## src/rtl/dma_rx_pkg.sv

```systemverilog
//**********************************************************
// dma rx package
// buffer widths, beat types, drain fsm states and the
// constants of the read bandwidth test
//**********************************************************
`default_nettype none

package dma_rx_pkg;

    // buffer geometry
    localparam int ADDR_W = 9;
    localparam int DATA_W = 128;
    localparam int BE_W   = DATA_W / 8;
    localparam int SEQ_W  = 17;                 // check sequence in low data bits

    typedef logic [ADDR_W-1:0] buf_addr_t;      // buffer word address
    typedef logic [DATA_W-1:0] beat_t;
    typedef logic [BE_W-1:0]   be_t;
    typedef logic [3:0]        dwbe_t;
    typedef logic [5:0]        tag_t;
    typedef logic [2:0]        beat_idx_t;      // word within a tag slot of 8
    typedef logic [SEQ_W-1:0]  seq_t;
    typedef logic [31:0]       cnt_t;
    typedef logic [13:0]       cpl_cnt_t;       // saturating

    //**********************************************************
    // bandwidth test constants
    //**********************************************************
    localparam int CPLD_TARGET = 32;            // completions per measurement
    localparam int DRAIN_BURST = 16;            // words per in-window burst
    localparam int IDLE_LIMIT  = 63;            // stall watchdog
    localparam int FLUSH_DELAY = 60;            // window close to final flush

    typedef enum logic [1:0] {
        IDLE,
        BURST,
        FLUSH
    } drain_state_t;

endpackage

`default_nettype wire
```

## src/rtl/ram_port_if.sv

```systemverilog
//**********************************************************
// one requester's access port to a shared buffer
//**********************************************************
`default_nettype none

interface ram_port_if;
    import dma_rx_pkg::*;

    logic      req;
    logic      we;
    buf_addr_t addr;
    beat_t     wdata;
    be_t       be;
    logic      gnt;
    logic      rvld;      // one cycle after a granted read
    beat_t     rdata;

    modport requester (output req, we, addr, wdata, be, input gnt, rvld, rdata);
    modport arbiter   (input req, we, addr, wdata, be, output gnt, rvld, rdata);

endinterface

`default_nettype wire

```

## src/rtl/cpld_writer.sv

```systemverilog
//**********************************************************
// completion writer
// cpld beats to bar2 writes at tag/beat address,
// counts finished completions
//**********************************************************
`default_nettype none

module cpld_writer (
    input  wire                         clk,
    input  wire                         rst_n,
    input  wire                         i_tx_restart,
    input  wire                         i_cpld_vld,
    input  wire dma_rx_pkg::tag_t       i_cpld_tag,
    input  wire dma_rx_pkg::beat_idx_t  i_cpld_beat,
    input  wire dma_rx_pkg::beat_t      i_cpld_data,
    input  wire                         i_cpld_last,
    output logic                        o_cpl_done,
    output dma_rx_pkg::cpl_cnt_t        o_cpl_count,
    ram_port_if.requester               bar2_w
);
    import dma_rx_pkg::*;

    assign bar2_w.we = 1'b1;
    assign bar2_w.be = '1;          // completions always write full beats

    always_ff @(posedge clk)
    begin
        bar2_w.addr  <= {i_cpld_tag, i_cpld_beat};
        bar2_w.wdata <= i_cpld_data;
    end

    always_ff @(posedge clk or negedge rst_n)
    begin
        if (!rst_n)
        begin
            bar2_w.req  <= 1'b0;
            o_cpl_done  <= 1'b0;
            o_cpl_count <= '0;
        end
        else
        begin
            bar2_w.req <= i_cpld_vld;
            o_cpl_done <= i_cpld_vld && i_cpld_last && !i_tx_restart;
            if (i_tx_restart)
                o_cpl_count <= '0;
            else if (i_cpld_vld && i_cpld_last && (o_cpl_count != '1))
                o_cpl_count <= o_cpl_count + 1'b1;
        end
    end

endmodule

`default_nettype wire

```

## src/flat_wrapper.sv

```systemverilog
// flat-port wrapper written by rule: the top's interface ports become plain ports
module cpld_writer_flat import dma_rx_pkg::*;
  (clk, rst_n, i_tx_restart, i_cpld_vld, i_cpld_tag, i_cpld_beat, i_cpld_data, i_cpld_last, o_cpl_done, o_cpl_count, bar2_w_req, bar2_w_we, bar2_w_addr, bar2_w_wdata, bar2_w_be, bar2_w_gnt, bar2_w_rvld, bar2_w_rdata);
  ram_port_if bar2_w_i ();
  input  wire clk;
  input  wire rst_n;
  input  wire i_tx_restart;
  input  wire i_cpld_vld;
  input  wire dma_rx_pkg::tag_t i_cpld_tag;
  input  wire dma_rx_pkg::beat_idx_t i_cpld_beat;
  input  wire dma_rx_pkg::beat_t i_cpld_data;
  input  wire i_cpld_last;
  output logic o_cpl_done;
  output dma_rx_pkg::cpl_cnt_t o_cpl_count;
  output wire logic [$bits(bar2_w_i.req)-1:0] bar2_w_req;
  output wire logic [$bits(bar2_w_i.we)-1:0] bar2_w_we;
  output wire logic [$bits(bar2_w_i.addr)-1:0] bar2_w_addr;
  output wire logic [$bits(bar2_w_i.wdata)-1:0] bar2_w_wdata;
  output wire logic [$bits(bar2_w_i.be)-1:0] bar2_w_be;
  input wire logic [$bits(bar2_w_i.gnt)-1:0] bar2_w_gnt;
  input wire logic [$bits(bar2_w_i.rvld)-1:0] bar2_w_rvld;
  input wire logic [$bits(bar2_w_i.rdata)-1:0] bar2_w_rdata;
  assign bar2_w_req = bar2_w_i.req;
  assign bar2_w_we = bar2_w_i.we;
  assign bar2_w_addr = bar2_w_i.addr;
  assign bar2_w_wdata = bar2_w_i.wdata;
  assign bar2_w_be = bar2_w_i.be;
  assign bar2_w_i.gnt = bar2_w_gnt;
  assign bar2_w_i.rvld = bar2_w_rvld;
  assign bar2_w_i.rdata = bar2_w_rdata;
  cpld_writer u_core (.clk(clk), .rst_n(rst_n), .i_tx_restart(i_tx_restart), .i_cpld_vld(i_cpld_vld), .i_cpld_tag(i_cpld_tag), .i_cpld_beat(i_cpld_beat), .i_cpld_data(i_cpld_data), .i_cpld_last(i_cpld_last), .o_cpl_done(o_cpl_done), .o_cpl_count(o_cpl_count), .bar2_w(bar2_w_i));
endmodule
```

## config.mk

```make
export PLATFORM = sky130hd
export DESIGN_NAME = cpld_writer_flat
export DESIGN_NICKNAME = d
export VERILOG_FILES = /design/src/rtl/dma_rx_pkg.sv /design/src/rtl/ram_port_if.sv /design/src/rtl/cpld_writer.sv /design/src/flat_wrapper.sv
export SDC_FILE = /design/constraint.sdc
export NUM_CORES = 1
export LEC_CHECK = 0
export ABC_AREA = 1
export BUFFER_PORTS_ARGS = -buffer_cell sky130_fd_sc_hd__buf_2
export CAP_MARGIN = 10
export CORE_AREA = 2 2 172 174
export CTS_BUF_LIST = sky130_fd_sc_hd__clkbuf_16
export DETAILED_ROUTE_END_ITERATION = 8
export DIE_AREA = 0 0 174 176
export PLACE_DENSITY_LB_ADDON = 0.15
export REMOVE_ABC_BUFFERS = 1
export SETUP_SLACK_MARGIN = 0.2
export SLEW_MARGIN = 20
export SYNTH_ARGS = -nofsm -noshare
export SYNTH_HDL_FRONTEND = slang
export SYNTH_SLANG_ARGS = --single-unit
```

## constraint.sdc

```tcl
create_clock -name clk -period 1.5 [get_ports clk]
set_input_delay 0.3 -clock clk [delete_from_list [all_inputs] [get_ports clk]]
set_output_delay 0.3 -clock clk [all_outputs]
set_load 0.01 [all_outputs]
```

==> flow_summary.ini, run 1 <==
[status]
outcome = finished, final reports clean

[logic_synthesis]
synthTopCellsByArea = dfxtp_1, dfrtp_1, nand2_1
synthAdderAreaFrac_pct = 0.323
yosys.area_share.simple_pct = 10.5
yosys.area.top_type_share_pct = 70.9
ys_ff_latch = 153
avgSynthCellArea_um2 = 13.2
synthesis.area_um2 = 3870
synth_top_family_by_area = simple AND/OR/NAND/NOR gates
ys_warn_count = 0
synth_compound_area_share_pct = 1.42
post-synth-top-area-cell = dfxtp_1
syn_inst = 293
synth_xor_area_share_pct = 1.13
ys_types = 23
synth-seq-area-share_pct = 81.2
synthMuxAreaShare_pct = 0

[floorplanning]
die-width_um = 174
initial_core_util_pct = 13.6
rows = 62
die_area_um2 = 30600
core_area_um2 = 28500
die_h_um = 176
io_pins = 442

[flow_run]
drv_cap = 0

[global_route]
track_usage_pct = 9.46
grt_antenna_before_repair = 0
grt_pass1_vias = 4191
grt_first_pass_wirelength_um = 21900
overflow = 0
grt_max_degree = 17

[clock_network]
numCtsBuffers = 17
cts-root-buf = clkbuf_16
cts_tree = yes
cts_max_level = 4
cts.sinks = 153
clk_latency_ns = 0.41
path_clk_slew_ns = 0.07
clockBufferDepth = 2

[setup_path]
path_max_fanout = 2
r2r-start = u_core.o_cpl_count[0]
critPathLaunch = u_core.o_cpl_count[9]
rr_worst_depth = 8
crit_arrival_ns = 1.16
critical_path_class = reg -> out
cp.required_ns = 1.20
end_kind = output port
critPathLaunchType = register

[power_and_ir_drop]
peakVddDrop_mv = 0.576
switchingPower_mw = 2.22
p_leak_nw = 4.04
intPower_mw = 7.25
power_frac_seq_pct = 45.6
clkPwrFrac_pct = 45.0
power.density_nw_per_um2 = 1130
comb_power_share_pct = 9.4
p_sw_share_pct = 23.4

[sta]
timing.final.crit_share_pct = 97.5
finalSetupViolations = 0
setup_slack_ns = 0.0370
max_freq_mhz = 684
maxSlewViolCount = 0
fin_hold_ws_ns = 0.0323
fin_worst_skew_ns = 0.0118
rsz0062_at_grt = true
period_minus_slack_ns = 1.46
hold_violations = 0

[layout]
num_antenna_cells = 0
final_core_util_pct = 29.2
final_cell_mix = buf_2, dlygate4sd3_1, dfxtp_1
final-instance-count-excl-fill = 1191
final_common_cell = buf_2
multiInputGateArea_um2 = 677
area_growth_pct = 116
seqCellArea_um2 = 3140
nets = 1067
drive_gt1_share_pct = 49.9
fillers = 3024

[detailed_routing]
drt-total-wl_um = 14300
drt_iter0_markers = 122
drc = 0
antenna_left = 0
vias_per_cell = 3.21
dr.pass1.iters = 3
vias = 3825
wl_per_cell_um = 12.0

[min_path]
hold_path.class = in -> reg
hold_start = i_cpld_data[117]
whs_path_depth = 1

[placement]
gp_congestion = 0.689
portBuffers = 294
dp.cells = 1000
dpl.hpwl_um = 10300
dp_slack_ns = -0.0434
what timing repair did:
item	in CTS	in global routing
pin swaps	10	11
cloned	0	0
endpoints found under the setup margin	28	28
hold buffers	138	0
hold endpoints to repair	153	0
buffers inserted	18	3
gates resized for setup	48	12
path summary, 6_finish.rpt:
| path | end | slack, ns |
|---|---|---|
| worst max-delay path | o_cpl_count[9] | 0.04 |
| worst min-delay path | u_core.bar2_w.wdata[117] | 0.03 |
| worst max register to register | u_core.o_cpl_count[10] | 0.08 |
| worst min register to register | u_core.o_cpl_count[8] | 0.63 |
| max in group asynchronous | u_core.o_cpl_count[11] | 0.85 |
| min in group asynchronous | u_core.bar2_w.req | 0.34 |
sequential cells by signal (all words and copies together) (netlist names):
signal / count
u_core.bar2_w.wdata: 128
u_core.o_cpl_count: 14
u_core.bar2_w.addr: 9
u_core.bar2_w.req: 1
u_core.o_cpl_done: 1
cell usage after synthesis, drive strengths merged:
library cell / n
a21oi: 1
buf: 18
clkbuf: 1
clkinv: 1
conb: 1
dfrtp: 16
dfxtp: 137
ha: 1
inv: 14
nand2: 41
nand3: 23
nand4: 5
nor2: 20
o21ai: 7
o21bai: 2
xnor2: 1
xor2: 4
final cells by class:
cell class	instances	share of cell area, %
Timing Repair Buffer	485	40.9
Multi-Input combinational cell	122	8.11
Inverter	15	0.674
Clock buffer	17	5.10
Sequential cell	153	37.6
Tap cell	384	5.76
Clock inverter	15	1.78
per-layer routing:
layer  GRT usage, %  vias to the layer above  part of all wire [%]
met1           10.0                     1714                    39
met5              0                        -                     0
met4           3.82                        0                   1.6
met3           3.94                       10                   8.8
met2           16.7                      200                    50
li1               -                     1901                     -
logic make-up (layout without fill, tap and decap cells):
group | Yosys count | count (layout)
XOR/XNOR | 5 | 5
AND/OR/NAND/NOR | 89 | 89
adder cells (fa/ha/maj) | 1 | 1
other | 1 | 17
flip-flops | 153 | 153
buffers and inverters | 34 | 532
AO/OA/AOI/OAI | 10 | 10
power by group through the flow:
stage / registers [mW] / logic, mW / clock network, mW
after floorplan: 4.52 / 0.0410 / 0
after global placement: 4.40 / 0.604 / 0
after detailed placement: 4.41 / 0.597 / 0
after CTS: 4.32 / 0.895 / 4.46
after global routing: 4.34 / 0.962 / 4.64
final: 4.32 / 0.889 / 4.26
critical path: stages, from the launching register on:
cell and delay (ns):
dfrtp_1 0.38, buf_4 0.14, buf_6 0.12, buf_6 0.11
through the flow:
| stage | power [mW] | setup TNS (ns) | cell area (um2) |
|---|---|---|---|
| floorplan | 4.56 | 0 | 3780 |
| global route | 9.94 | -0.109 | 8350 |
| detailed placement | 5.00 | -0.0993 | 5970 |
| finish | 9.47 | 0 | 8350 |
| global placement | 5.01 | -0.396 | 5970 |
| CTS | 9.67 | 0 | 8280 |
(Power assumes the default switching activity.)
==> run 2, diff against run 1 <==
- ABC_AREA: 1 -> 0
- CORE_AREA: 2 2 172 174 -> 2 2 171 173
- DIE_AREA: 0 0 174 176 -> 0 0 173 175
==> flow_summary.ini, run 2 <==
[clock_network]
cts-root-buf = clkbuf_16
cts_tree = yes
clockBufferDepth = 2
cts_max_level = 4
clk_latency_ns = 0.42
cts.sinks = 153
numCtsBuffers = 17
path_clk_slew_ns = 0.07

[status]
violations = negative setup slack
outcome = complete, but fails checks

[placement]
gp_congestion = 0.740
dp_slack_ns = -0.460
dp.cells = 947
place_area_um2 = 5810
dpl.hpwl_um = 10300
portBuffers = 294

[power_and_ir_drop]
p_leak_nw = 3.81
intPower_mw = 7.02
power.density_nw_per_um2 = 1170
p_sw_share_pct = 26.0
peakVddDrop_mv = 0.519
power_frac_seq_pct = 45.6
p_total_mw = 9.49
clkPwrFrac_pct = 45.2
comb_power_share_pct = 9.2
switchingPower_mw = 2.47

[logic_synthesis]
post-synth-top-area-cell = dfxtp_1
synth-seq-area-share_pct = 84.6
syn_inst = 244
async_flop_share_pct = 10.5
ys_warn_count = 0
synthesis.area_um2 = 3720
netlist_top_cells_count = dfxtp_1, buf_4, dfrtp_1, a21oi_1, nor2_1
ys.flop_type = dfxtp_1
avgSynthCellArea_um2 = 15.2
synth.most_common_cell = dfxtp_1
ys_ff_latch = 153
synthTopCellsByArea = dfxtp_1, dfrtp_1, buf_4
ys_types = 34
yosys.area.top_type_share_pct = 73.8
synth_edf_count = 0

[layout]
final-instance-count-excl-fill = 1130
reg.largest.list = u_core.bar2_w.wdata: 128 flops, u_core.o_cpl_count: 14 flops, u_core.bar2_w.addr: 9 flops
area_growth_pct = 119
final_core_util_pct = 28.7
final_area_um2 = 8140
final_common_cell = buf_2
num_antenna_cells = 0
final_cell_mix = buf_2, dlygate4sd3_1, dfxtp_1
drive_gt1_share_pct = 52.8
nets = 1006
largest_register_ffs = 128
regMostFlops = u_core.bar2_w.wdata

[min_path]
hold_path.class = in -> reg
hold_start = i_cpld_vld
min_delay_worst_endpoint = u_core.bar2_w.req
whs_path_depth = 1

[setup_path]
cp_cell_sequence = nand3_1 -> or4_4 -> nor4b_2 -> mux2_2
critical_path_class = reg -> reg
end_kind = register
cp.required_ns = 1.80
r2r-start = u_core.o_cpl_count[1]
path_max_fanout = 5
critPathLaunchType = register
crit_arrival_ns = 2.08
cp_slowest_cell = or4_4
critPathMaxStageDelay_ns = 0.49
timing.rr.end = u_core.o_cpl_count[13]
rr_worst_depth = 4
reg2reg_setup_slack_ns = -0.27

[global_route]
grt_first_pass_wirelength_um = 22700
grt_pass1_vias = 4137
overflow = 0
grt_max_degree = 18
grt_antenna_before_repair = 0
track_usage_pct = 9.78

[flow_run]
drv_cap = 0

[floorplanning]
io_pins = 442
rows = 62
die_h_um = 175
initial_core_util_pct = 13.1
die_area_um2 = 30300
die-width_um = 173
core_area_um2 = 28400

[sta]
period_minus_slack_ns = 1.77
max_freq_mhz = 564
rsz0062_at_grt = true
fin_worst_skew_ns = 0.00798
timing.final.crit_share_pct = 118
setup_slack_ns = -0.274
finalSetupViolations = 15
hold_violations = 0
fin_hold_ws_ns = 0.0410
maxSlewViolCount = 0
fin_setup_tns_ns = -2.98

[detailed_routing]
m1WireLength_um = 6090
drc = 0
antenna_left = 0
top_layer = met4
met3_length_um = 1230
vias = 3697
vias_per_cell = 3.27
drt_iter0_markers = 58
drt-total-wl_um = 14600
wl_per_cell_um = 12.9
routed-wl-met2_um = 7200
dr.pass1.iters = 4
-- run 2: cell count changes in the layout (fill, tap and decap cells not counted), moves of 6 or more --
cell and delta:
nand3_2 -7, nand2_1 -30, nand3_1 -10, nor2_1 -6, inv_8 +6, inv_1 -11, buf_4 -10
-- run 2: cell type report --
cell class | instances | area (um2)
Clock buffer | 17 | 425
Clock inverter | 15 | 154
Fill cell | 2972 | 20300
Inverter | 2 | 7.51
Multi-Input combinational cell | 84 | 592
Sequential cell | 153 | 3140
Tap cell | 384 | 480
Timing Repair Buffer | 475 | 3340
-- run 2: worst max-delay path: cells and delay by family, from the launching register on --
kind | cells | cell delay (ns)
mux | 1 | 0.36
simple gates | 3 | 0.91
flops | 1 | 0.40
-- run 2: power by group through the flow --
stage,sequential (mW),combinational (mW),clock (mW)
after global placement,4.42,0.571,0
after detailed placement,4.41,0.572,0
final,4.32,0.873,4.29
after CTS,4.32,0.868,4.54
after global routing,4.34,0.942,4.71
after floorplan,4.52,0.0313,0
-- run 2: cell families (layout without fill, tap and decap cells) --
kind of cell	count (synthesis)	in the layout	share of synthesized area [%]
other cells	1	17	0.101
compound gates	22	22	3.80
flops	153	153	84.6
mux	2	2	0.572
simple gates	42	42	6.56
buf+inv	23	509	4.07
fa+ha+maj	1	1	0.337
-- run 2: per-layer routing --
metal | up-vias | global-route usage, %
li1 | 1766 | -
met1 | 1725 | 11.3
met4 | 0 | 2.61
met3 | 5 | 4.11
met5 | - | 0
met2 | 201 | 16.6
-- run 2: timing repair --
item                       in CTS  in global routing
hold buffers                  136                  2
hold endpoints to repair      151                  2
pin swaps                      14                  6
setup endpoints to repair      28                 28
gates resized for setup        46                 14
setup buffers                  10                  3
-- run 2: worst max path at each step --
stage / from / to / slack, ns / depth (start not counted)
CTS: u_core.o_cpl_count[1] / u_core.o_cpl_count[13] / -0.26 / 4
detailed placement: i_cpld_vld / u_core.o_cpl_count[13] / -0.46 / 5
floorplan: u_core.o_cpl_count[0] / u_core.o_cpl_count[1] / -0.63 / 5
global route: u_core.o_cpl_count[1] / u_core.o_cpl_count[11] / -0.34 / 4
global placement: i_cpld_vld / u_core.o_cpl_count[13] / -0.43 / 5
finish: u_core.o_cpl_count[1] / u_core.o_cpl_count[13] / -0.27 / 4
