**config.mk**
```make
export PLATFORM = sky130hd
export DESIGN_NAME = bw_monitor
export DESIGN_NICKNAME = d
export VERILOG_FILES = /design/src/rtl/dma_rx_pkg.sv /design/src/rtl/bw_monitor.sv
export SDC_FILE = /design/constraint.sdc
export NUM_CORES = 1
export LEC_CHECK = 0
export CAP_MARGIN = 30
export CELL_PAD_IN_SITES_DETAIL_PLACEMENT = 1
export CELL_PAD_IN_SITES_GLOBAL_PLACEMENT = 1
export CORE_UTILIZATION = 47
export DETAILED_ROUTE_END_ITERATION = 16
export DONT_BUFFER_PORTS = 1
export GPL_ROUTABILITY_DRIVEN = 0
export GPL_TIMING_DRIVEN = 0
export PLACE_DENSITY = 0.86
export RECOVER_POWER = 25
export SLEW_MARGIN = 30
export SYNTH_ARGS = -nofsm -noshare
export SYNTH_HDL_FRONTEND = slang
export SYNTH_SLANG_ARGS = --single-unit
```
**constraint.sdc**
```tcl
create_clock -name clk -period 2.92 [get_ports clk]
set_clock_uncertainty 0.2 [all_clocks]
set_input_delay 0.292 -clock clk [delete_from_list [all_inputs] [get_ports clk]]
set_output_delay 0.292 -clock clk [all_outputs]
set_load 0.005 [all_outputs]
```
**src/rtl/dma_rx_pkg.sv**
```systemverilog
//**********************************************************
// dma rx package
// buffer widths, beat types, drain fsm states and the
// constants of the read bandwidth test
//**********************************************************
`default_nettype none

package dma_rx_pkg;

    // buffer geometry
    localparam int ADDR_W = 9;
    localparam int DATA_W = 128;
    localparam int BE_W   = DATA_W / 8;
    localparam int SEQ_W  = 17;                 // check sequence in low data bits

    typedef logic [ADDR_W-1:0] buf_addr_t;      // buffer word address
    typedef logic [DATA_W-1:0] beat_t;
    typedef logic [BE_W-1:0]   be_t;
    typedef logic [3:0]        dwbe_t;
    typedef logic [5:0]        tag_t;
    typedef logic [2:0]        beat_idx_t;      // word within a tag slot of 8
    typedef logic [SEQ_W-1:0]  seq_t;
    typedef logic [31:0]       cnt_t;
    typedef logic [13:0]       cpl_cnt_t;       // saturating

    //**********************************************************
    // bandwidth test constants
    //**********************************************************
    localparam int CPLD_TARGET = 32;            // completions per measurement
    localparam int DRAIN_BURST = 16;            // words per in-window burst
    localparam int IDLE_LIMIT  = 63;            // stall watchdog
    localparam int FLUSH_DELAY = 60;            // window close to final flush

    typedef enum logic [1:0] {
        IDLE,
        BURST,
        FLUSH
    } drain_state_t;

endpackage

`default_nettype wire
```
**src/rtl/bw_monitor.sv**
```systemverilog
//**********************************************************
// read bandwidth monitor
// measurement window, cycle count, stall watchdog and
// flush scheduling after the window closes
//**********************************************************
`default_nettype none

module bw_monitor (
    input  wire                        clk,
    input  wire                        rst_n,
    input  wire                        i_tx_restart,
    input  wire                        i_rd_start,
    input  wire                        i_cpl_done,
    input  wire dma_rx_pkg::cpl_cnt_t  i_cpl_count,
    output logic                       o_time_acc_en,
    output dma_rx_pkg::cnt_t           o_mrd_time,
    output logic                       o_mrd_discard,
    output logic                       o_flush
);
    import dma_rx_pkg::*;

    localparam int IDLE_W = $clog2(IDLE_LIMIT + 1);
    localparam int DLY_W  = $clog2(FLUSH_DELAY + 2);

    logic [IDLE_W-1:0] idle_cnt;
    logic [DLY_W-1:0]  dly_cnt;      // parks at FLUSH_DELAY+1

    always_ff @(posedge clk or negedge rst_n)
    begin
        if (!rst_n)
        begin
            o_time_acc_en <= 1'b0;
            o_mrd_time    <= '0;
            o_mrd_discard <= 1'b0;
        end
        else if (i_tx_restart)
        begin
            o_time_acc_en <= 1'b0;
            o_mrd_time    <= '0;
            o_mrd_discard <= 1'b0;
        end
        else
        begin
            if (i_rd_start && (i_cpl_count == '0))
                o_time_acc_en <= 1'b1;
            else if (i_cpl_done && (i_cpl_count == cpl_cnt_t'(CPLD_TARGET)))
                o_time_acc_en <= 1'b0;
            if (o_time_acc_en && (o_mrd_time != '1))
                o_mrd_time <= o_mrd_time + 1'b1;
            if (idle_cnt == IDLE_W'(IDLE_LIMIT))
                o_mrd_discard <= 1'b1;   // sticky until restart
        end
    end

    //**********************************************************
    // stall and flush counters
    //**********************************************************
    always_ff @(posedge clk or negedge rst_n)
    begin
        if (!rst_n)
        begin
            idle_cnt <= '0;
            dly_cnt  <= DLY_W'(FLUSH_DELAY + 1);
        end
        else if (i_tx_restart)
        begin
            idle_cnt <= '0;
            dly_cnt  <= DLY_W'(FLUSH_DELAY + 1);
        end
        else
        begin
            if (i_cpl_done || !o_time_acc_en)
                idle_cnt <= '0;
            else if (idle_cnt != IDLE_W'(IDLE_LIMIT))
                idle_cnt <= idle_cnt + 1'b1;
            if (o_time_acc_en)
                dly_cnt <= '0;
            else if (dly_cnt <= DLY_W'(FLUSH_DELAY))
                dly_cnt <= dly_cnt + 1'b1;
        end
    end

    assign o_flush = (dly_cnt == DLY_W'(FLUSH_DELAY));

endmodule

`default_nettype wire

```
==> metrics.csv, run 1 <==
stage,metric,value,unit
layout,fillers,621,
routing,vias per inst,6.110,
routing,met3 WL,397,um
global_routing,GR Overflow Total,0,
routing,# DRC,0,
pwr,Max VDD drop,0.0002477,V
critical_path,FF-to-FF path depth,6,
placed_design,post-DP HPWL,4.773,mm
sta,TNS Setup,0,ns
floorplanning,die height,76.02,um
clocking,clock sink count,46,
logic_synthesis,most common flop cell mapped by yosys,dfrtp_1,
critical_path,Worst Path Max Fanout,9,
critical_path,R2R Path Start,o_mrd_time[2],
run,max_cap viols,0,
layout,Layout Utilization,53.63,%
layout,Antenna Cells,0,
routing,drt wl/cell,19.17,um
worst_hold_path,worst min path class,input pin to register,
pwr,Leak Pwr,1.074,nW
routing,router iterations before antenna repair,6,
sta,Final Hold Vio Count,0,
logic_synthesis,"Avg Cell Area, Syn",9.432,sq um
floorplanning,DIE AREA,5778,sq um
routing,Met2 Routed Length,3.300,mm
critical_path,r2r setup slk,0.11,ns
global_routing,vias in the first global route,2228,
layout,layout cells sized above 1,10.25,%
routing,Vias,2157,
logic_synthesis,Syn Std Cell Area,2575,sq um
logic_synthesis,Syn Inst Count,273,
clocking,"Reg clk slew, reported paths",0.09,ns
routing,post-route ant nets,0,
critical_path,WP data required,2.91,ns
floorplanning,row count,26,
clocking,CTS tree,built,
layout,final net count,305,
sta,unrepaired setup endpoints after global routing,no,
logic_synthesis,Synth Register Bits,46,
sta,post-route minimum period,2.812,ns
floorplanning,Die Span X,76.02,um
run_status,status,completed,
floorplanning,Initial Util,49.47,%
routing,initial drt markers,82,
logic_synthesis,syn_nets,296,
critical_path,CP Capture Type,register,
placed_design,Port Buffer Count,0,
global_routing,largest net degree at the start of global routing,47,
floorplanning,I/O pins,54,
worst_hold_path,Hold Crit Start,i_cpl_count[5],
logic_synthesis,Cell variety after synth,44,
sta,Final setup viols,0,
critical_path,WP data arrival,2.81,ns
worst_hold_path,hold path depth,2,
sta,final count of pins violating max slew,0,
floorplanning,core area,5205,sq um
clocking,cts bufs inserted,5,
critical_path,RR Endpoint,o_mrd_time[25],
sta,Worst-Margin Slew,1.180,ns
global_routing,initial antenna violation count,0,
global_routing,GR Util All Layers,24.15,%
logic_synthesis,"Seq/Total Area, Yosys",44.95,%
sta,Max transition margin,21.34,%
logic_synthesis,Async SR Flop Fraction,100.0,%
sta,Final period util,96.30,%
routing,WL final,6.767,mm
routing,DRT met1 WL,2.981,mm
worst_hold_path,hold endpoint,o_time_acc_en,
routing,highest routed metal layer,met4,
logic_synthesis,Post-synth EDFFs,0,
sta,Max Freq,0.3556,GHz
clocking,CTS max path bufs,2,
clocking,clock root cell,clkbuf_8,
clocking,CTS HTree Levels,2,
clocking,"Setup Fix Bufs, Post-CTS",0,
placed_design,Area after DPL,2663,sq um
critical_path,CP Class,register to register,
layout,final instance area,2791,sq um
pwr,cell area power density,456.9,nW/um^2
clocking,worst skew pair latency,0.31,ns
layout,Area growth syn-to-layout,8.406,%
critical_path,critical path startpoint category,register,
global_routing,first-pass GRT wire length,11.02,mm
logic_synthesis,Ys Warns,0,
## metal layers
metal  global-route usage (%)  vias to the layer above
met5                        0                        -
met4                    8.269                        0
met3                    6.946                       11
met2                    39.64                       62
met1                    30.59                     1084
li1                         -                     1000
## synth_stat cells, types with 2 or more instances
| master | instances | area [sq um] |
|---|---|---|
| dfrtp_1 | 41 | 1026 |
| nor2_1 | 31 | 116.4 |
| xnor2_1 | 21 | 183.9 |
| a21oi_1 | 18 | 90.09 |
| nand3_1 | 14 | 70.07 |
| nor3_1 | 14 | 70.07 |
| clkbuf_1 | 12 | 45.04 |
| nand2_1 | 12 | 45.04 |
| nand4_1 | 12 | 75.07 |
| inv_1 | 9 | 33.78 |
| o21ai_0 | 8 | 40.04 |
| and4_1 | 7 | 61.31 |
| nor2b_1 | 7 | 43.79 |
| nor4_1 | 7 | 43.79 |
| dfstp_2 | 5 | 131.4 |
| xor2_1 | 5 | 43.79 |
| a31oi_1 | 4 | 25.02 |
| and3_1 | 4 | 25.02 |
| ha_1 | 4 | 50.05 |
| mux2_2 | 4 | 45.04 |
| or3_1 | 4 | 25.02 |
| mux2i_1 | 3 | 30.03 |
| a311oi_1 | 2 | 17.52 |
| mux2_4 | 2 | 30.03 |
| nor3b_1 | 2 | 15.01 |
| or2_2 | 2 | 12.51 |
| or4_1 | 2 | 15.01 |
## how the worst max path moves through the flow
stage	from	to
floorplan	o_mrd_time[0]	o_mrd_time[25]
global placement	o_mrd_time[2]	o_mrd_time[25]
detailed placement	o_mrd_time[2]	o_mrd_time[25]
CTS	o_mrd_time[2]	o_mrd_time[25]
global route	o_mrd_time[2]	o_mrd_time[25]
finish	o_mrd_time[2]	o_mrd_time[25]
## area by class of cell
class                      count  area, sq um  area share [%]
inverter                       9        33.78           1.210
clock inverter                 3        45.04           1.614
sequential                    46         1157           41.46
timing repair buffer           2        15.01          0.5379
clock buffer                   5        68.82           2.465
multi-input combinational    205         1328           47.56
buffer                        13        56.30           2.017
tap                           70        87.58           3.138
## stage by stage
stage	setup slack [ns]	power [W]	cells	hold WS (ns)
2_1_floorplan	0.4704	0.0007657	273	-0.2036
3_3_place_gp	0.2523	0.0007813	343	-0.2026
3_5_place_dp	0.1931	0.0007887	343	-0.2026
4_1_cts	0.1482	0.001287	353	0.02866
5_1_grt	0.05339	0.001332	353	0.03446
6_report	0.1082	0.001275	353	0.03386
## cells in the final DEF, fill, tap and decap left out, types with 5 or more instances in the layout
| master | n |
|---|---|
| dfrtp_1 | 41 |
| nor2_1 | 31 |
| xnor2_1 | 21 |
| a21oi_1 | 18 |
| nand3_1 | 14 |
| nor3_1 | 14 |
| nand4_1 | 12 |
| clkbuf_1 | 12 |
| nand2_1 | 12 |
| inv_1 | 9 |
| o21ai_0 | 8 |
| and4_1 | 7 |
| nor2b_1 | 7 |
| nor4_1 | 7 |
| xor2_1 | 5 |
| clkbuf_8 | 5 |
| dfstp_2 | 5 |
## what timing repair did
action	in CTS	in global routing
endpoints found under the hold margin	46	0
setup endpoints to repair	0	0
gates resized for setup	0	0
hold buffers	2	0
## critical path, cell delays in order, from the launching register on
cell and delay, ns:
dfrtp_1 0.50, nand3_1 0.29, or4b_1 0.60, clkbuf_1 0.26, nor3_1 0.29, and4_4 0.27
mux2_4 0.29
## where the power goes
group          switching (W)  internal, W
Sequential         0.0000125     0.000652
Clock               0.000232     0.000255
Combinational      0.0000731    0.0000510
## flip-flops by register name (all words and copies together), names as in the netlist
name           count
o_time_acc_en      1
dly_cnt            6
o_mrd_time        32
idle_cnt           6
o_mrd_discard      1
## cells by family (layout without fill, tap and decap cells)
group,count (synthesis),count (layout),share of synthesized area [%]
XOR/XNOR,26,26,8.844
flip-flops,46,46,44.95
multiplexers,9,9,4.082
AND/OR/NAND/NOR,126,126,27.11
AO/OA/AOI/OAI,40,40,9.573
buffers and inverters,22,32,3.498
adder cells (fa/ha/maj),4,4,1.944
No activity file was read; power rests on OpenSTA's default activity.
==> inputs of run 2 (changes only) <==
--- a/config.mk
+++ b/config.mk
@@ -5,17 +5,19 @@
 export SDC_FILE = /design/constraint.sdc
 export NUM_CORES = 1
 export LEC_CHECK = 0
-export CAP_MARGIN = 30
+export ABC_AREA = 1
+export CAP_MARGIN = 10
 export CELL_PAD_IN_SITES_DETAIL_PLACEMENT = 1
 export CELL_PAD_IN_SITES_GLOBAL_PLACEMENT = 1
-export CORE_UTILIZATION = 47
+export CORE_UTILIZATION = 45
 export DETAILED_ROUTE_END_ITERATION = 16
 export DONT_BUFFER_PORTS = 1
 export GPL_ROUTABILITY_DRIVEN = 0
 export GPL_TIMING_DRIVEN = 0
-export PLACE_DENSITY = 0.86
+export PLACE_DENSITY = 0.87
 export RECOVER_POWER = 25
 export SLEW_MARGIN = 30
 export SYNTH_ARGS = -nofsm -noshare
 export SYNTH_HDL_FRONTEND = slang
 export SYNTH_SLANG_ARGS = --single-unit
+export TNS_END_PERCENT = 30
==> run 2 against run 1 <==
- non-clock buffer count unchanged
- die area up 30%
- power up 0.99%
- sequential cell count unchanged
- via count up 45%
- worst setup slack better by 0.47 ns
- largest cell class unchanged
==> metrics.csv, run 2 <==
stage,metric,value,unit
run_status,status,completed,
clocking,clock sink count,46,
clocking,CTS tree,built,
routing,WL final,9.804,mm
sta,TNS Setup,0,ns
floorplanning,I/O pins,54,
logic_synthesis,Post-synth EDFFs,0,
logic_synthesis,top-count cell post-synth,nand2_1,
layout,Area growth syn-to-layout,8.098,%
global_routing,first-pass GRT wire length,16.35,mm
routing,router iterations before antenna repair,4,
routing,drt wl/cell,16.70,um
clocking,"Setup Fix Bufs, Post-CTS",0,
pwr,Leak Pwr,1.643,nW
floorplanning,core area,6869,sq um
floorplanning,DIE AREA,7519,sq um
critical_path,critical path startpoint category,input pin,
layout,Reg with most FFs,o_mrd_time,
logic_synthesis,Syn Inst Count,477,
sta,post-route minimum period,2.343,ns
global_routing,largest net degree at the start of global routing,47,
layout,biggest regs,"o_mrd_time (32), dly_cnt (6), idle_cnt (6)",
critical_path,Worst Path Max Fanout,2,
sta,Final Hold Vio Count,0,
clocking,CTS HTree Levels,2,
layout,final std cells w/o fill,587,
layout,most frequent cells in the layout,"167 x nand2_1, 69 x nor2_1, 54 x inv_1",
logic_synthesis,"Avg Cell Area, Syn",6.770,sq um
global_routing,initial antenna violation count,0,
sta,final count of pins violating max slew,0,
routing,Met2 Routed Length,4.793,mm
placed_design,Inst Count DP,573,
routing,vias per inst,5.313,
routing,# DRC,0,
floorplanning,die height,86.72,um
layout,final net count,513,
sta,unrepaired setup endpoints after global routing,no,
sta,Max transition margin,19.18,%
placed_design,Port Buffer Count,0,
routing,Vias,3119,
logic_synthesis,"area leader, netlist",dfrtp_1,
routing,met3 WL,454,um
logic_synthesis,Cell variety after synth,36,
pwr,Max VDD drop,0.0002328,V
floorplanning,Initial Util,47.01,%
critical_path,WP data required,2.98,ns
critical_path,CP Capture Type,register,
clocking,"Reg clk slew, reported paths",0.10,ns
logic_synthesis,Async SR Flop Fraction,100.0,%
routing,highest routed metal layer,met4,
clocking,CTS Hold Buffers Added,6,
logic_synthesis,synth cell count leaders,"167 x nand2_1, 69 x nor2_1, 54 x inv_1, 46 x nand3_1, 41 x dfrtp_1",
logic_synthesis,"Seq/Total Area, Yosys",35.84,%
clocking,CTS max path bufs,2,
sta,Worst-Margin Slew,1.212,ns
clocking,Post-CTS Resized,0,
routing,post-route ant nets,0,
logic_synthesis,Synth top area share,31.77,%
sta,Hold Slack,0.05114,ns
pwr,cell area power density,369.0,nW/um^2
layout,layout cells sized above 1,11.81,%
logic_synthesis,Ys Warns,0,
global_routing,GR Overflow Total,0,
routing,DRT met1 WL,4.368,mm
sta,Max Freq,0.4268,GHz
sta,Final period util,80.24,%
critical_path,WP data arrival,2.41,ns
global_routing,vias in the first global route,3296,
floorplanning,Die Span X,86.72,um
clocking,clock root cell,clkbuf_8,
logic_synthesis,most common flop cell mapped by yosys,dfrtp_1,
layout,max reg flops,32,
placed_design,post-DP HPWL,7.287,mm
worst_hold_path,worst min path class,input pin to register,
logic_synthesis,Syn Std Cell Area,3229,sq um
logic_synthesis,syn_nets,500,
logic_synthesis,"top cells by area, synth","dfrtp_1 32%, nand2_1 19%, nor2_1 8.0%, nand3_1 7.1%, inv_1 6.3%",
logic_synthesis,Synth Register Bits,46,
clocking,worst skew pair latency,0.32,ns
layout,Antenna Cells,0,
clocking,cts bufs inserted,5,
global_routing,GR Util All Layers,28.31,%
run,max_cap viols,0,
layout,"most common cell after layout, fill and taps aside",nand2_1,
critical_path,CP Class,input pin to register,
routing,initial drt markers,123,
floorplanning,row count,30,
sta,Final setup viols,0,
## run 2: cell types whose count changed after synthesis, moves of 13 or more
cell,delta
inv_1,+45
nand2_1,+155
nand3_1,+32
nor2_1,+38
o21ai_2,+13
xnor2_1,-20
## run 2: area by class of cell
cell class                 count  area, sq um
fill                         944         3378
buffer                         9        95.09
clock buffer                   6        72.57
sequential                    46         1157
tap                           96        120.1
clock inverter                 2        10.01
timing repair buffer           6        55.05
inverter                      55        206.4
multi-input combinational    367         1774
## run 2: worst paths after layout
kind,end,slack (ns),start,depth (start not counted)
worst min register to register,idle_cnt[0],0.34,idle_cnt[0],1
min in group asynchronous,dly_cnt[1],0.60,rst_n,2
worst min-delay path,o_time_acc_en,0.05,i_cpl_count[3],4
max in group asynchronous,o_mrd_time[29],1.19,rst_n,2
worst max-delay path,o_time_acc_en,0.58,i_cpl_count[2],6
worst max register to register,o_mrd_time[22],0.77,o_mrd_time[0],10
## run 2: worst max-delay path, cell delays in order
cell           delay, ns
dlygate4sd3_1       0.54
nor4_1              0.28
dlygate4sd3_1       0.61
nand3_1             0.07
dlygate4sd3_1       0.56
nand2_1             0.06
## run 2: per-stage QoR
step	util, %	cell area (sq um)	setup slack, ns	total power (W)
5_1_grt	50.82	3491	0.4542	0.001356
3_3_place_gp	48.76	3349	0.5753	0.0008628
2_1_floorplan	-	3229	1.067	0.0008313
3_5_place_dp	48.76	3349	0.4439	0.0008804
4_1_cts	51.09	3510	0.4166	0.001303
6_report	50.82	3491	0.5770	0.001288
## run 2: cells by family after synthesis
kind of cell	after synthesis	share of synthesized area, %
flops	46	35.84
buf+inv	64	9.337
compound gates	32	7.052
fa+ha+maj	4	1.550
simple gates	327	45.14
xor+xnor	4	1.085
## run 2: layer usage
layer | global-route usage [%] | up-vias
met5 | 0 | -
met4 | 10.30 | 0
met3 | 6.381 | 16
met2 | 49.28 | 67
met1 | 34.21 | 1510
li1 | - | 1526
## run 2: report_power, final
part           internal [W]  switching [W]
Clock              0.000167       0.000232
Sequential         0.000671      0.0000225
Combinational     0.0000661       0.000130
Total              0.000904       0.000384
