[src/rtl/dma_rx_pkg.sv]
//**********************************************************
// dma rx package
// buffer widths, beat types, drain fsm states and the
// constants of the read bandwidth test
//**********************************************************
`default_nettype none

package dma_rx_pkg;

    // buffer geometry
    localparam int ADDR_W = 9;
    localparam int DATA_W = 128;
    localparam int BE_W   = DATA_W / 8;
    localparam int SEQ_W  = 17;                 // check sequence in low data bits

    typedef logic [ADDR_W-1:0] buf_addr_t;      // buffer word address
    typedef logic [DATA_W-1:0] beat_t;
    typedef logic [BE_W-1:0]   be_t;
    typedef logic [3:0]        dwbe_t;
    typedef logic [5:0]        tag_t;
    typedef logic [2:0]        beat_idx_t;      // word within a tag slot of 8
    typedef logic [SEQ_W-1:0]  seq_t;
    typedef logic [31:0]       cnt_t;
    typedef logic [13:0]       cpl_cnt_t;       // saturating

    //**********************************************************
    // bandwidth test constants
    //**********************************************************
    localparam int CPLD_TARGET = 32;            // completions per measurement
    localparam int DRAIN_BURST = 16;            // words per in-window burst
    localparam int IDLE_LIMIT  = 63;            // stall watchdog
    localparam int FLUSH_DELAY = 60;            // window close to final flush

    typedef enum logic [1:0] {
        IDLE,
        BURST,
        FLUSH
    } drain_state_t;

endpackage

`default_nettype wire
[src/rtl/ram_port_if.sv]
//**********************************************************
// one requester's access port to a shared buffer
//**********************************************************
`default_nettype none

interface ram_port_if;
    import dma_rx_pkg::*;

    logic      req;
    logic      we;
    buf_addr_t addr;
    beat_t     wdata;
    be_t       be;
    logic      gnt;
    logic      rvld;      // one cycle after a granted read
    beat_t     rdata;

    modport requester (output req, we, addr, wdata, be, input gnt, rvld, rdata);
    modport arbiter   (input req, we, addr, wdata, be, output gnt, rvld, rdata);

endinterface

`default_nettype wire

[src/rtl/bar2_drain.sv]
//**********************************************************
// bar2 drain engine
// burst reads inside the window, final flush, and a
// sequence check on every returned word
//**********************************************************
`default_nettype none

module bar2_drain (
    input  wire           clk,
    input  wire           rst_n,
    input  wire           i_tx_restart,
    input  wire           i_window,
    input  wire           i_flush,
    input  wire           i_wr_fire,       // granted bar2 write
    output logic          o_bar2_rd_vld,
    output dma_rx_pkg::beat_t o_bar2_rd_data,
    output logic          o_bar2_check_err,
    ram_port_if.requester bar2_r
);
    import dma_rx_pkg::*;

    drain_state_t      state;
    logic [ADDR_W:0]   occ;            // words written but not yet read
    logic [ADDR_W:0]   rd_left;
    buf_addr_t         rd_addr;
    seq_t              exp_seq;
    logic              rd_fire;

    assign rd_fire      = bar2_r.req && bar2_r.gnt;
    assign bar2_r.req   = (state != IDLE);
    assign bar2_r.we    = 1'b0;
    assign bar2_r.addr  = rd_addr;
    assign bar2_r.wdata = '0;
    assign bar2_r.be    = '0;

    always_ff @(posedge clk or negedge rst_n)
    begin
        if (!rst_n)
            occ <= '0;
        else if (i_tx_restart)
            occ <= '0;
        else if (i_wr_fire && !rd_fire)
            occ <= occ + 1'b1;
        else if (rd_fire && !i_wr_fire)
            occ <= occ - 1'b1;
    end

    //**********************************************************
    // read fsm
    //**********************************************************
    always_ff @(posedge clk or negedge rst_n)
    begin
        if (!rst_n)
        begin
            state   <= IDLE;
            rd_left <= '0;
            rd_addr <= '0;
        end
        else if (i_tx_restart)
        begin
            state   <= IDLE;
            rd_left <= '0;
            rd_addr <= '0;
        end
        else
        begin
            if (rd_fire)
                rd_addr <= rd_addr + 1'b1;     // wraps over all tag slots
            case (state)
                IDLE:
                begin
                    if (i_flush && (occ != '0))
                    begin
                        state   <= FLUSH;
                        rd_left <= occ;
                    end
                    else if (i_window && (occ >= (ADDR_W+1)'(DRAIN_BURST)))
                    begin
                        state   <= BURST;
                        rd_left <= (ADDR_W+1)'(DRAIN_BURST);
                    end
                end
                BURST, FLUSH:
                begin
                    if (rd_fire)
                    begin
                        rd_left <= rd_left - 1'b1;
                        if (rd_left == 1)
                            state <= IDLE;
                    end
                end
                default: state <= IDLE;
            endcase
        end
    end

    // expected sequence runs over returned words
    always_ff @(posedge clk or negedge rst_n)
    begin
        if (!rst_n)
            exp_seq <= '0;
        else if (i_tx_restart)
            exp_seq <= '0;
        else if (bar2_r.rvld)
            exp_seq <= exp_seq + 1'b1;
    end

    assign o_bar2_rd_vld    = bar2_r.rvld;
    assign o_bar2_rd_data   = bar2_r.rdata;
    assign o_bar2_check_err = bar2_r.rvld && (bar2_r.rdata != beat_t'(exp_seq));

    a_occ_underflow: assert property (@(posedge clk) disable iff (!rst_n)
        !((occ == '0) && rd_fire && !i_wr_fire));

endmodule

`default_nettype wire

[src/flat_wrapper.sv]
// flat-port wrapper written by rule: the top's interface ports become plain ports
module bar2_drain_flat import dma_rx_pkg::*;
  (clk, rst_n, i_tx_restart, i_window, i_flush, i_wr_fire, o_bar2_rd_vld, o_bar2_rd_data, o_bar2_check_err, bar2_r_req, bar2_r_we, bar2_r_addr, bar2_r_wdata, bar2_r_be, bar2_r_gnt, bar2_r_rvld, bar2_r_rdata);
  ram_port_if bar2_r_i ();
  input  wire clk;
  input  wire rst_n;
  input  wire i_tx_restart;
  input  wire i_window;
  input  wire i_flush;
  input  wire i_wr_fire;
  output logic o_bar2_rd_vld;
  output dma_rx_pkg::beat_t o_bar2_rd_data;
  output logic o_bar2_check_err;
  output wire logic [$bits(bar2_r_i.req)-1:0] bar2_r_req;
  output wire logic [$bits(bar2_r_i.we)-1:0] bar2_r_we;
  output wire logic [$bits(bar2_r_i.addr)-1:0] bar2_r_addr;
  output wire logic [$bits(bar2_r_i.wdata)-1:0] bar2_r_wdata;
  output wire logic [$bits(bar2_r_i.be)-1:0] bar2_r_be;
  input wire logic [$bits(bar2_r_i.gnt)-1:0] bar2_r_gnt;
  input wire logic [$bits(bar2_r_i.rvld)-1:0] bar2_r_rvld;
  input wire logic [$bits(bar2_r_i.rdata)-1:0] bar2_r_rdata;
  assign bar2_r_req = bar2_r_i.req;
  assign bar2_r_we = bar2_r_i.we;
  assign bar2_r_addr = bar2_r_i.addr;
  assign bar2_r_wdata = bar2_r_i.wdata;
  assign bar2_r_be = bar2_r_i.be;
  assign bar2_r_i.gnt = bar2_r_gnt;
  assign bar2_r_i.rvld = bar2_r_rvld;
  assign bar2_r_i.rdata = bar2_r_rdata;
  bar2_drain u_core (.clk(clk), .rst_n(rst_n), .i_tx_restart(i_tx_restart), .i_window(i_window), .i_flush(i_flush), .i_wr_fire(i_wr_fire), .o_bar2_rd_vld(o_bar2_rd_vld), .o_bar2_rd_data(o_bar2_rd_data), .o_bar2_check_err(o_bar2_check_err), .bar2_r(bar2_r_i));
endmodule
[config.mk]
export PLATFORM = sky130hd
export DESIGN_NAME = bar2_drain_flat
export DESIGN_NICKNAME = d
export VERILOG_FILES = /design/src/rtl/dma_rx_pkg.sv /design/src/rtl/ram_port_if.sv /design/src/rtl/bar2_drain.sv /design/src/flat_wrapper.sv
export SDC_FILE = /design/constraint.sdc
export NUM_CORES = 1
export LEC_CHECK = 0
export BUFFER_PORTS_ARGS = -buffer_cell sky130_fd_sc_hd__buf_4
export CORE_AREA = 4 4 162 164
export DETAILED_ROUTE_END_ITERATION = 10
export DIE_AREA = 0 0 166 168
export GPL_ROUTABILITY_DRIVEN = 0
export HOLD_SLACK_MARGIN = 0.1
export MAX_ROUTING_LAYER = met4
export PLACE_DENSITY = 0.51
export SLEW_MARGIN = 20
export SYNTH_ARGS = -nofsm -noshare
export SYNTH_HDL_FRONTEND = slang
export SYNTH_SLANG_ARGS = --single-unit
export TNS_END_PERCENT = 100
[constraint.sdc]
create_clock -name clk -period 3.8 [get_ports clk]
set_input_delay 0.76 -clock clk [delete_from_list [all_inputs] [get_ports clk]]
set_output_delay 0.76 -clock clk [all_outputs]
set_load 0.02 [all_outputs]
==> results of run 1 <==
[sequential cells by signal, summed over array words and instances, names as in the netlist]
name,flops
u_core.state,2
u_core.rd_left,10
u_core.occ,10
u_core.exp_seq,17
u_core.bar2_r.addr,9
[metal layers]
metal	part of all wire [%]	GRT usage (%)	vias to the layer above	wire, um
met5	0	-	-	0
met4	2.5	4.268	0	507
met3	5.3	2.630	30	1097
met2	49	22.66	194	10110
met1	43	17.64	2116	8811
li1	-	-	2127	-
[kinds of logic (layout without fill, tap and decap cells)]
kind of cell | count (synthesis) | after routing
muxes | 3 | 3
xor gates and xnor gates | 42 | 42
DFF | 48 | 48
buffers and inverters | 299 | 298
and+or+nand+nor | 181 | 181
adders and majority gates | 14 | 14
other | 1 | 145
AOI/OAI and AO/OA | 77 | 77
[path summary, 6_finish.rpt]
| check | from | to | slack (ns) |
|---|---|---|---|
| worst min register to register | u_core.state[1] | u_core.state[1] | 0.52 |
| max in group asynchronous | rst_n | u_core.bar2_r.addr[4] | 2.87 |
| worst max-delay path | bar2_r_rdata[82] | o_bar2_check_err | 0.63 |
| worst min-delay path | rst_n | u_core.rd_left[7] | 0.48 |
| worst max register to register | u_core.state[1] | u_core.occ[8] | 0.76 |
| min in group clk | u_core.state[1] | u_core.state[1] | 0.52 |
[synthesized netlist by cell type (all sizes together) (2+ instances only)]
cell    instances
nand3           7
o21a            5
or4             3
nand4          15
inv            12
or3             8
nor2           51
mux2i           2
clkbuf          7
o31ai           8
nand2          27
dfrtp          48
a21o            4
and3            2
nand2b          3
a31oi           6
ha             13
and4            3
buf           280
and2            3
a22oi           2
or2             4
xnor2          26
xor2           16
a41oi           2
nor3           15
a211oi          3
o21ai          23
nor4           34
a21oi          15
[area by class of cell]
type | instances | area share, %
clock buffers | 5 | 1.924
clock inverters | 3 | 0.3655
well taps | 330 | 6.349
inverters | 12 | 0.6926
multi-input cells | 462 | 40.11
flip-flops and latches | 48 | 18.47
repair buffers | 278 | 32.09
[power by group]
part	total, W	internal (W)	switching, W
logic	0.00171	0.000703	0.00101
clock network	0.000461	0.000245	0.000216
registers	0.000758	0.000620	0.000138
total	0.00293	0.00157	0.00136
[stage by stage]
stage	area, um^2	setup WS, ns	hold WS (ns)	std cells	util [%]
after CTS	6504	0.6906	0.5147	1138	26.13
after detailed placement	6355	0.5627	0.4982	1130	25.53
after global routing	6504	0.4208	0.5325	1138	26.13
final	6504	0.6275	0.4841	1138	26.13
after floorplan	6010	0.8873	0.4644	809	-
after global placement	6355	0.6081	0.4953	1130	25.53
[cells in the final DEF (no fill, tap or decap), types with 6 or more instances in the layout]
cell type | Yosys | routed
nor3_1 | 14 | 14
or3_1 | 8 | 8
o31ai_1 | 7 | 7
dfrtp_1 | 48 | 48
o21ai_0 | 22 | 22
xor2_1 | 16 | 16
nand3_1 | 7 | 7
inv_1 | 12 | 12
a21oi_1 | 15 | 15
nand4_1 | 15 | 15
ha_1 | 13 | 13
buf_4 | 274 | 278
nor2_1 | 51 | 51
xnor2_1 | 26 | 26
nor4_1 | 33 | 33
a31oi_1 | 6 | 6
nand2_1 | 25 | 25
conb_1 | 1 | 145
==> results.sh, run 1 <==
export IMPL_post_cts_buffers=0
export IMPL_final_nets=957
export IMPL_arrival_ns=2.41
export IMPL_cts_sinks=48
export IMPL_cts_buffers=5
export IMPL_syn_to_final_growth_pct=18.92
export IMPL_synth_seq_area_share_pct=21.96
export IMPL_synth_compound_area_share_pct=9.357
export IMPL_grt_antenna_before_repair=0
export IMPL_yosys_area_share_simple_pct=17.75
export IMPL_n_fill_cell=2741
export IMPL_finalMaxSlewViolations=0
export IMPL_synth_cells=665
export IMPL_die_area_um2=27890
export IMPL_avgViaCountPerCell=3.925
export IMPL_synth_cell_type_count=59
export IMPL_status="finished, final reports clean"
export IMPL_cts_resized=0
export IMPL_syn_avg_cell_area_um2=8.224
export IMPL_placementRows=58
export IMPL_crit_path_end_kind="output pin"
export IMPL_synthMuxAreaShare_pct=0.5720
export IMPL_gr_usage_all_layers_pct=13.93
export IMPL_cts_path_max_buffers=2
export IMPL_grt_overflow=0
export IMPL_dp_hpwl_um=17670
export IMPL_h_tree_depth=2
export IMPL_ys_top_cells_by_area="buf_4 38%, dfrtp_1 22%, xnor2_1 4.2%"
export IMPL_vias=4467
export IMPL_rr_worst_depth=12
export IMPL_crit_fanout=2
export IMPL_syn_area_um2=5469
export IMPL_cts_tree="done"
export IMPL_root_buffer="clkbuf_16"
export IMPL_synth_edff_count=0
export IMPL_drc_errors=0
export IMPL_worst_path_dominant_cell_family="simple AND/OR/NAND/NOR gates"
export IMPL_hold_viol=0
export IMPL_rsz0062_at_grt="no"
export IMPL_io_pins=421
export IMPL_synth_main_ff_cell="dfrtp_1"
export IMPL_core_area_um2=24890
export IMPL_holdCritPathClass="in2async"
export IMPL_ir_worst_vdd_mv=0.3617
export IMPL_yosysTopAreaCell="buf_4"
export IMPL_die_width_um=166
export IMPL_ys_seq_elements=48
export IMPL_synth_xor_xnor_area_share_pct=6.726
export IMPL_worstPathCellList="buf_4, nor4_1, nand4_1, nor4_1, a41oi_1, buf_4"
export IMPL_fin_skew_ns=0.006039
export IMPL_crit_buf_inv=2
export IMPL_grt_pass1_wl_um=28680
export IMPL_cp_data_required_time_ns=3.04
export IMPL_grt_pass1_vias=4322
export IMPL_io_buffers=275
export IMPL_first_iter_violations=196
export IMPL_report_power_total_w=0.002931
export IMPL_multiInputGateArea_um2=2609
export IMPL_num_antenna_cells=0
export IMPL_worstMarginPinSlew_ns=0.9629
export IMPL_drv_cap=0
export IMPL_critical_path_class="in2out"
export IMPL_power_density_nw_per_um2=450.7
export IMPL_clock_latency_ns=0.30
export IMPL_ctsHoldBuffers=0
export IMPL_p_leak_nw=3.195
export IMPL_cpPeakStageDelay_ns=0.41
export IMPL_synth_top_cell_area_share_pct=37.61
export IMPL_crit_slowest_cell="nor4_1"
export IMPL_synth_fa_ha_area_share_pct=3.340
export IMPL_seq_area_um2=1201
export IMPL_clk_pin_slew_ns=0.07
export IMPL_period_share_pct=83.49
export IMPL_synth_top_family_by_area="buffers and inverters"
export IMPL_period_minus_slack_ns=3.173
export IMPL_dr_pass1_iters=4
export IMPL_layout_drive_gt1_share_pct=37.75
export IMPL_slew_headroom_pct=35.46
export IMPL_ys_warn_count=0
export IMPL_start_util_pct=21.97
export IMPL_wirelength_um=20530
export IMPL_synthArstFlopShare_pct=100.0
export IMPL_final_antenna_net_count=0
export IMPL_die_h_um=168
export IMPL_fmax_mhz=315.2
export IMPL_wl_per_cell_um=18.04
export IMPL_critPathLaunchType="primary input"
export IMPL_cp_depth=6
export IMPL_setup_violations=0
export IMPL_fin_setup_tns_ns=0
export IMPL_grt_max_degree=49
Note: power is estimated with default switching activity, not from simulation.
==> run 2: changes to the inputs <==
- ABC_AREA: default -> 1
- CORE_AREA: 4 4 162 164 -> default
- CORE_ASPECT_RATIO: default -> 0.8
- CORE_MARGIN: default -> 4
- CORE_UTILIZATION: default -> 25
- DIE_AREA: 0 0 166 168 -> default
- PLACE_DENSITY: 0.51 -> 0.56
- clock period: 3.8 -> 2.5 ns (I/O delays scaled with it)
==> run 2 against run 1 <==
  * Clock power up 72%
  * Utilization rose by 3.9 points
  * Non-clock buffer count shrank 2
  * Sequential share of layout area shrank 1.5 points
  * Sequential power rose by 44%
  * Flip-flop and latch count unchanged
  * Largest power group unchanged
  * First-iteration DRC count increased by 31%
  * Clock skew up 0.0072 ns
  * Global-route usage decreased by 0.099 points
  * Cell count up 19%
  * Critical path type unchanged
  * Worst hold slack got worse by 0.26 ns
  * Largest cell class unchanged
==> results.sh, run 2 <==
export IMPL_status="finished, final reports clean"
export IMPL_final_cells=1349
export IMPL_worstPathCellList="buf_4, nor2_1, nand2_1, nor2_1, nand2_1, nor2_1, nand2_1, nor2_1, a21oi_1, buf_4"
export IMPL_rsz0062_at_grt="no"
export IMPL_grt_overflow=0
export IMPL_critPathLaunchType="primary input"
export IMPL_worstMarginPinSlew_ns=0.6691
export IMPL_crit_slowest_cell="nor2_1"
export IMPL_largest_reg_flops=17
export IMPL_synth_cells=892
export IMPL_ys_warn_count=0
export IMPL_num_antenna_cells=0
export IMPL_dr_pass1_iters=5
export IMPL_io_buffers=275
export IMPL_vias=5173
export IMPL_ys_top_cells_by_area="buf_4 35%, dfrtp_1 20%, nand2_1 11%"
export IMPL_grt_pass1_vias=4649
export IMPL_die_width_um=181.5
export IMPL_hold_viol=0
export IMPL_clock_latency_ns=0.30
export IMPL_n_fill_cell=2586
export IMPL_root_buffer="clkbuf_16"
export IMPL_syn_to_final_growth_pct=17.48
export IMPL_placed_cell_area_um2=6893
export IMPL_avgViaCountPerCell=3.835
export IMPL_fin_setup_tns_ns=0
export IMPL_grt_max_degree=49
export IMPL_final_antenna_net_count=0
export IMPL_cts_buffers=5
export IMPL_cp_data_required_time_ns=2.00
export IMPL_grt_antenna_before_repair=0
export IMPL_post_cts_buffers=0
export IMPL_cts_path_max_buffers=2
export IMPL_synth_top_cell_area_share_pct=34.55
export IMPL_die_area_um2=26640
export IMPL_die_h_um=146.8
export IMPL_h_tree_depth=2
export IMPL_yosysMostFrequentCell="buf_4"
export IMPL_cts_tree="done"
export IMPL_syn_area_um2=6018
export IMPL_wirelength_um=19850
export IMPL_finalMaxSlewViolations=0
export IMPL_first_iter_violations=256
export IMPL_layout_drive_gt1_share_pct=31.63
export IMPL_fmax_mhz=446.1
export IMPL_start_util_pct=25.59
export IMPL_cts_sinks=48
export IMPL_core_area_um2=23520
export IMPL_largest_register="u_core.exp_seq"
export IMPL_grt_pass1_wl_um=28180
export IMPL_synthArstFlopShare_pct=100.0
export IMPL_layout_common_cells="276 x buf_4, 175 x nand2_1, 145 x conb_1"
export IMPL_ir_worst_vdd_mv=0.3772
export IMPL_pre_cts_ws_ns=0.1042
export IMPL_place_inst=1341
export IMPL_crit_top_cell="nor2_1"
export IMPL_synth_main_ff_cell="dfrtp_1"
export IMPL_ys_seq_elements=48
export IMPL_clk_pin_slew_ns=0.07
export IMPL_power_density_nw_per_um2=623.9
export IMPL_wl_per_cell_um=14.72
export IMPL_synth_seq_area_share_pct=19.96
export IMPL_drv_cap=0
export IMPL_dp_hpwl_um=17330
export IMPL_p_leak_nw=3.811
export IMPL_synth_cell_type_count=38
export IMPL_arrival_ns=1.74
export IMPL_drc_errors=0
export IMPL_gr_usage_all_layers_pct=13.83
export IMPL_final_common_cell="buf_4"
export IMPL_period_share_pct=89.66
export IMPL_io_pins=421
export IMPL_yosysTopAreaCell="buf_4"
export IMPL_placementRows=50
export IMPL_largestRegisters="u_core.exp_seq x17, u_core.occ x10, u_core.rd_left x10"
export IMPL_critical_path_class="in2out"
export IMPL_setup_violations=0
export IMPL_final_nets=1186
export IMPL_cpPeakStageDelay_ns=0.29
export IMPL_syn_avg_cell_area_um2=6.747
export IMPL_holdCritPathClass="in2async"
export IMPL_fin_skew_ns=0.01319
export IMPL_fin_area_um2=7071
export IMPL_crit_fanout=2
export IMPL_synth_edff_count=0
export IMPL_crit_path_end_kind="output pin"
export IMPL_slew_headroom_pct=55.39
export IMPL_setup_slack_ns=0.2584
export IMPL_period_minus_slack_ns=2.242
export IMPL_ys_top_cells_by_count="277 x buf_4, 175 x nand2_1, 137 x nor2_1"
[run 2: final timing paths]
path                             startpoint           endpoint  slack, ns  cells past startpoint
setup / recovery           bar2_r_rdata[75]   o_bar2_check_err       0.26                     10
hold / removal                        rst_n      u_core.occ[9]       0.23                      1
setup reg to reg            u_core.state[0]      u_core.occ[3]       0.30                     11
hold reg to reg             u_core.state[1]    u_core.state[1]       0.49                      2
max in group asynchronous             rst_n  u_core.exp_seq[0]       1.77                      1
min in group clk            u_core.state[1]    u_core.state[1]       0.49                      2
[run 2: through the flow]
stage | util, % | total power, W | hold WS [ns]
finish | 30.06 | 0.004411 | 0.2267
global route | 30.06 | 0.004793 | 0.2892
CTS | 30.02 | 0.004431 | 0.2526
detailed placement | 29.30 | 0.003620 | 0.4751
global placement | 29.30 | 0.003602 | 0.4749
floorplan | - | 0.003198 | 0.2044
[run 2: cell families after synthesis]
logic type,synth area share (%)
XOR/XNOR,1.746
buffers and inverters,39.85
AO/OA/AOI/OAI,7.256
adder cells (fa/ha/maj),3.035
AND/OR/NAND/NOR,28.09
flip-flops,19.96
other,0.06231
[run 2: per-layer routing]
metal,vias to the layer above,track usage (%),part of all wire (%)
met2,170,24.18,53
met3,9,2.376,5.3
li1,2647,-,-
met5,-,-,0
met4,0,2.063,1.4
met1,2347,17.17,41
[run 2: power by group]
group          leakage [nW]  switching [W]  internal, W
combinational          3.08        0.00162     0.000906
sequential            0.648       0.000164     0.000923
clock                0.0798       0.000322     0.000471
total                  3.81        0.00211      0.00230
[run 2: critical path: cells and delay by family]
kind | cells | cell delay [ns]
simple gates | 7 | 0.90
buf+inv | 2 | 0.27
compound gates | 1 | 0.07
[run 2: repair_timing]
item | 4_1_cts | 5_1_grt
setup endpoints to repair | 0 | 4
resized for setup | 0 | 4
hold buffers | 0 | 0
[run 2: layout make-up]
| class | count | area, um^2 | share of cell area (%) |
|---|---|---|---|
| repair buffers | 276 | 2072 | 29.30 |
| clock buffers | 5 | 125.1 | 1.770 |
| clock inverters | 3 | 42.54 | 0.6017 |
| multi-input cells | 633 | 2968 | 41.97 |
| flip-flops and latches | 48 | 1202 | 17.01 |
| well taps | 312 | 390.4 | 5.521 |
| inverters | 72 | 270.3 | 3.822 |
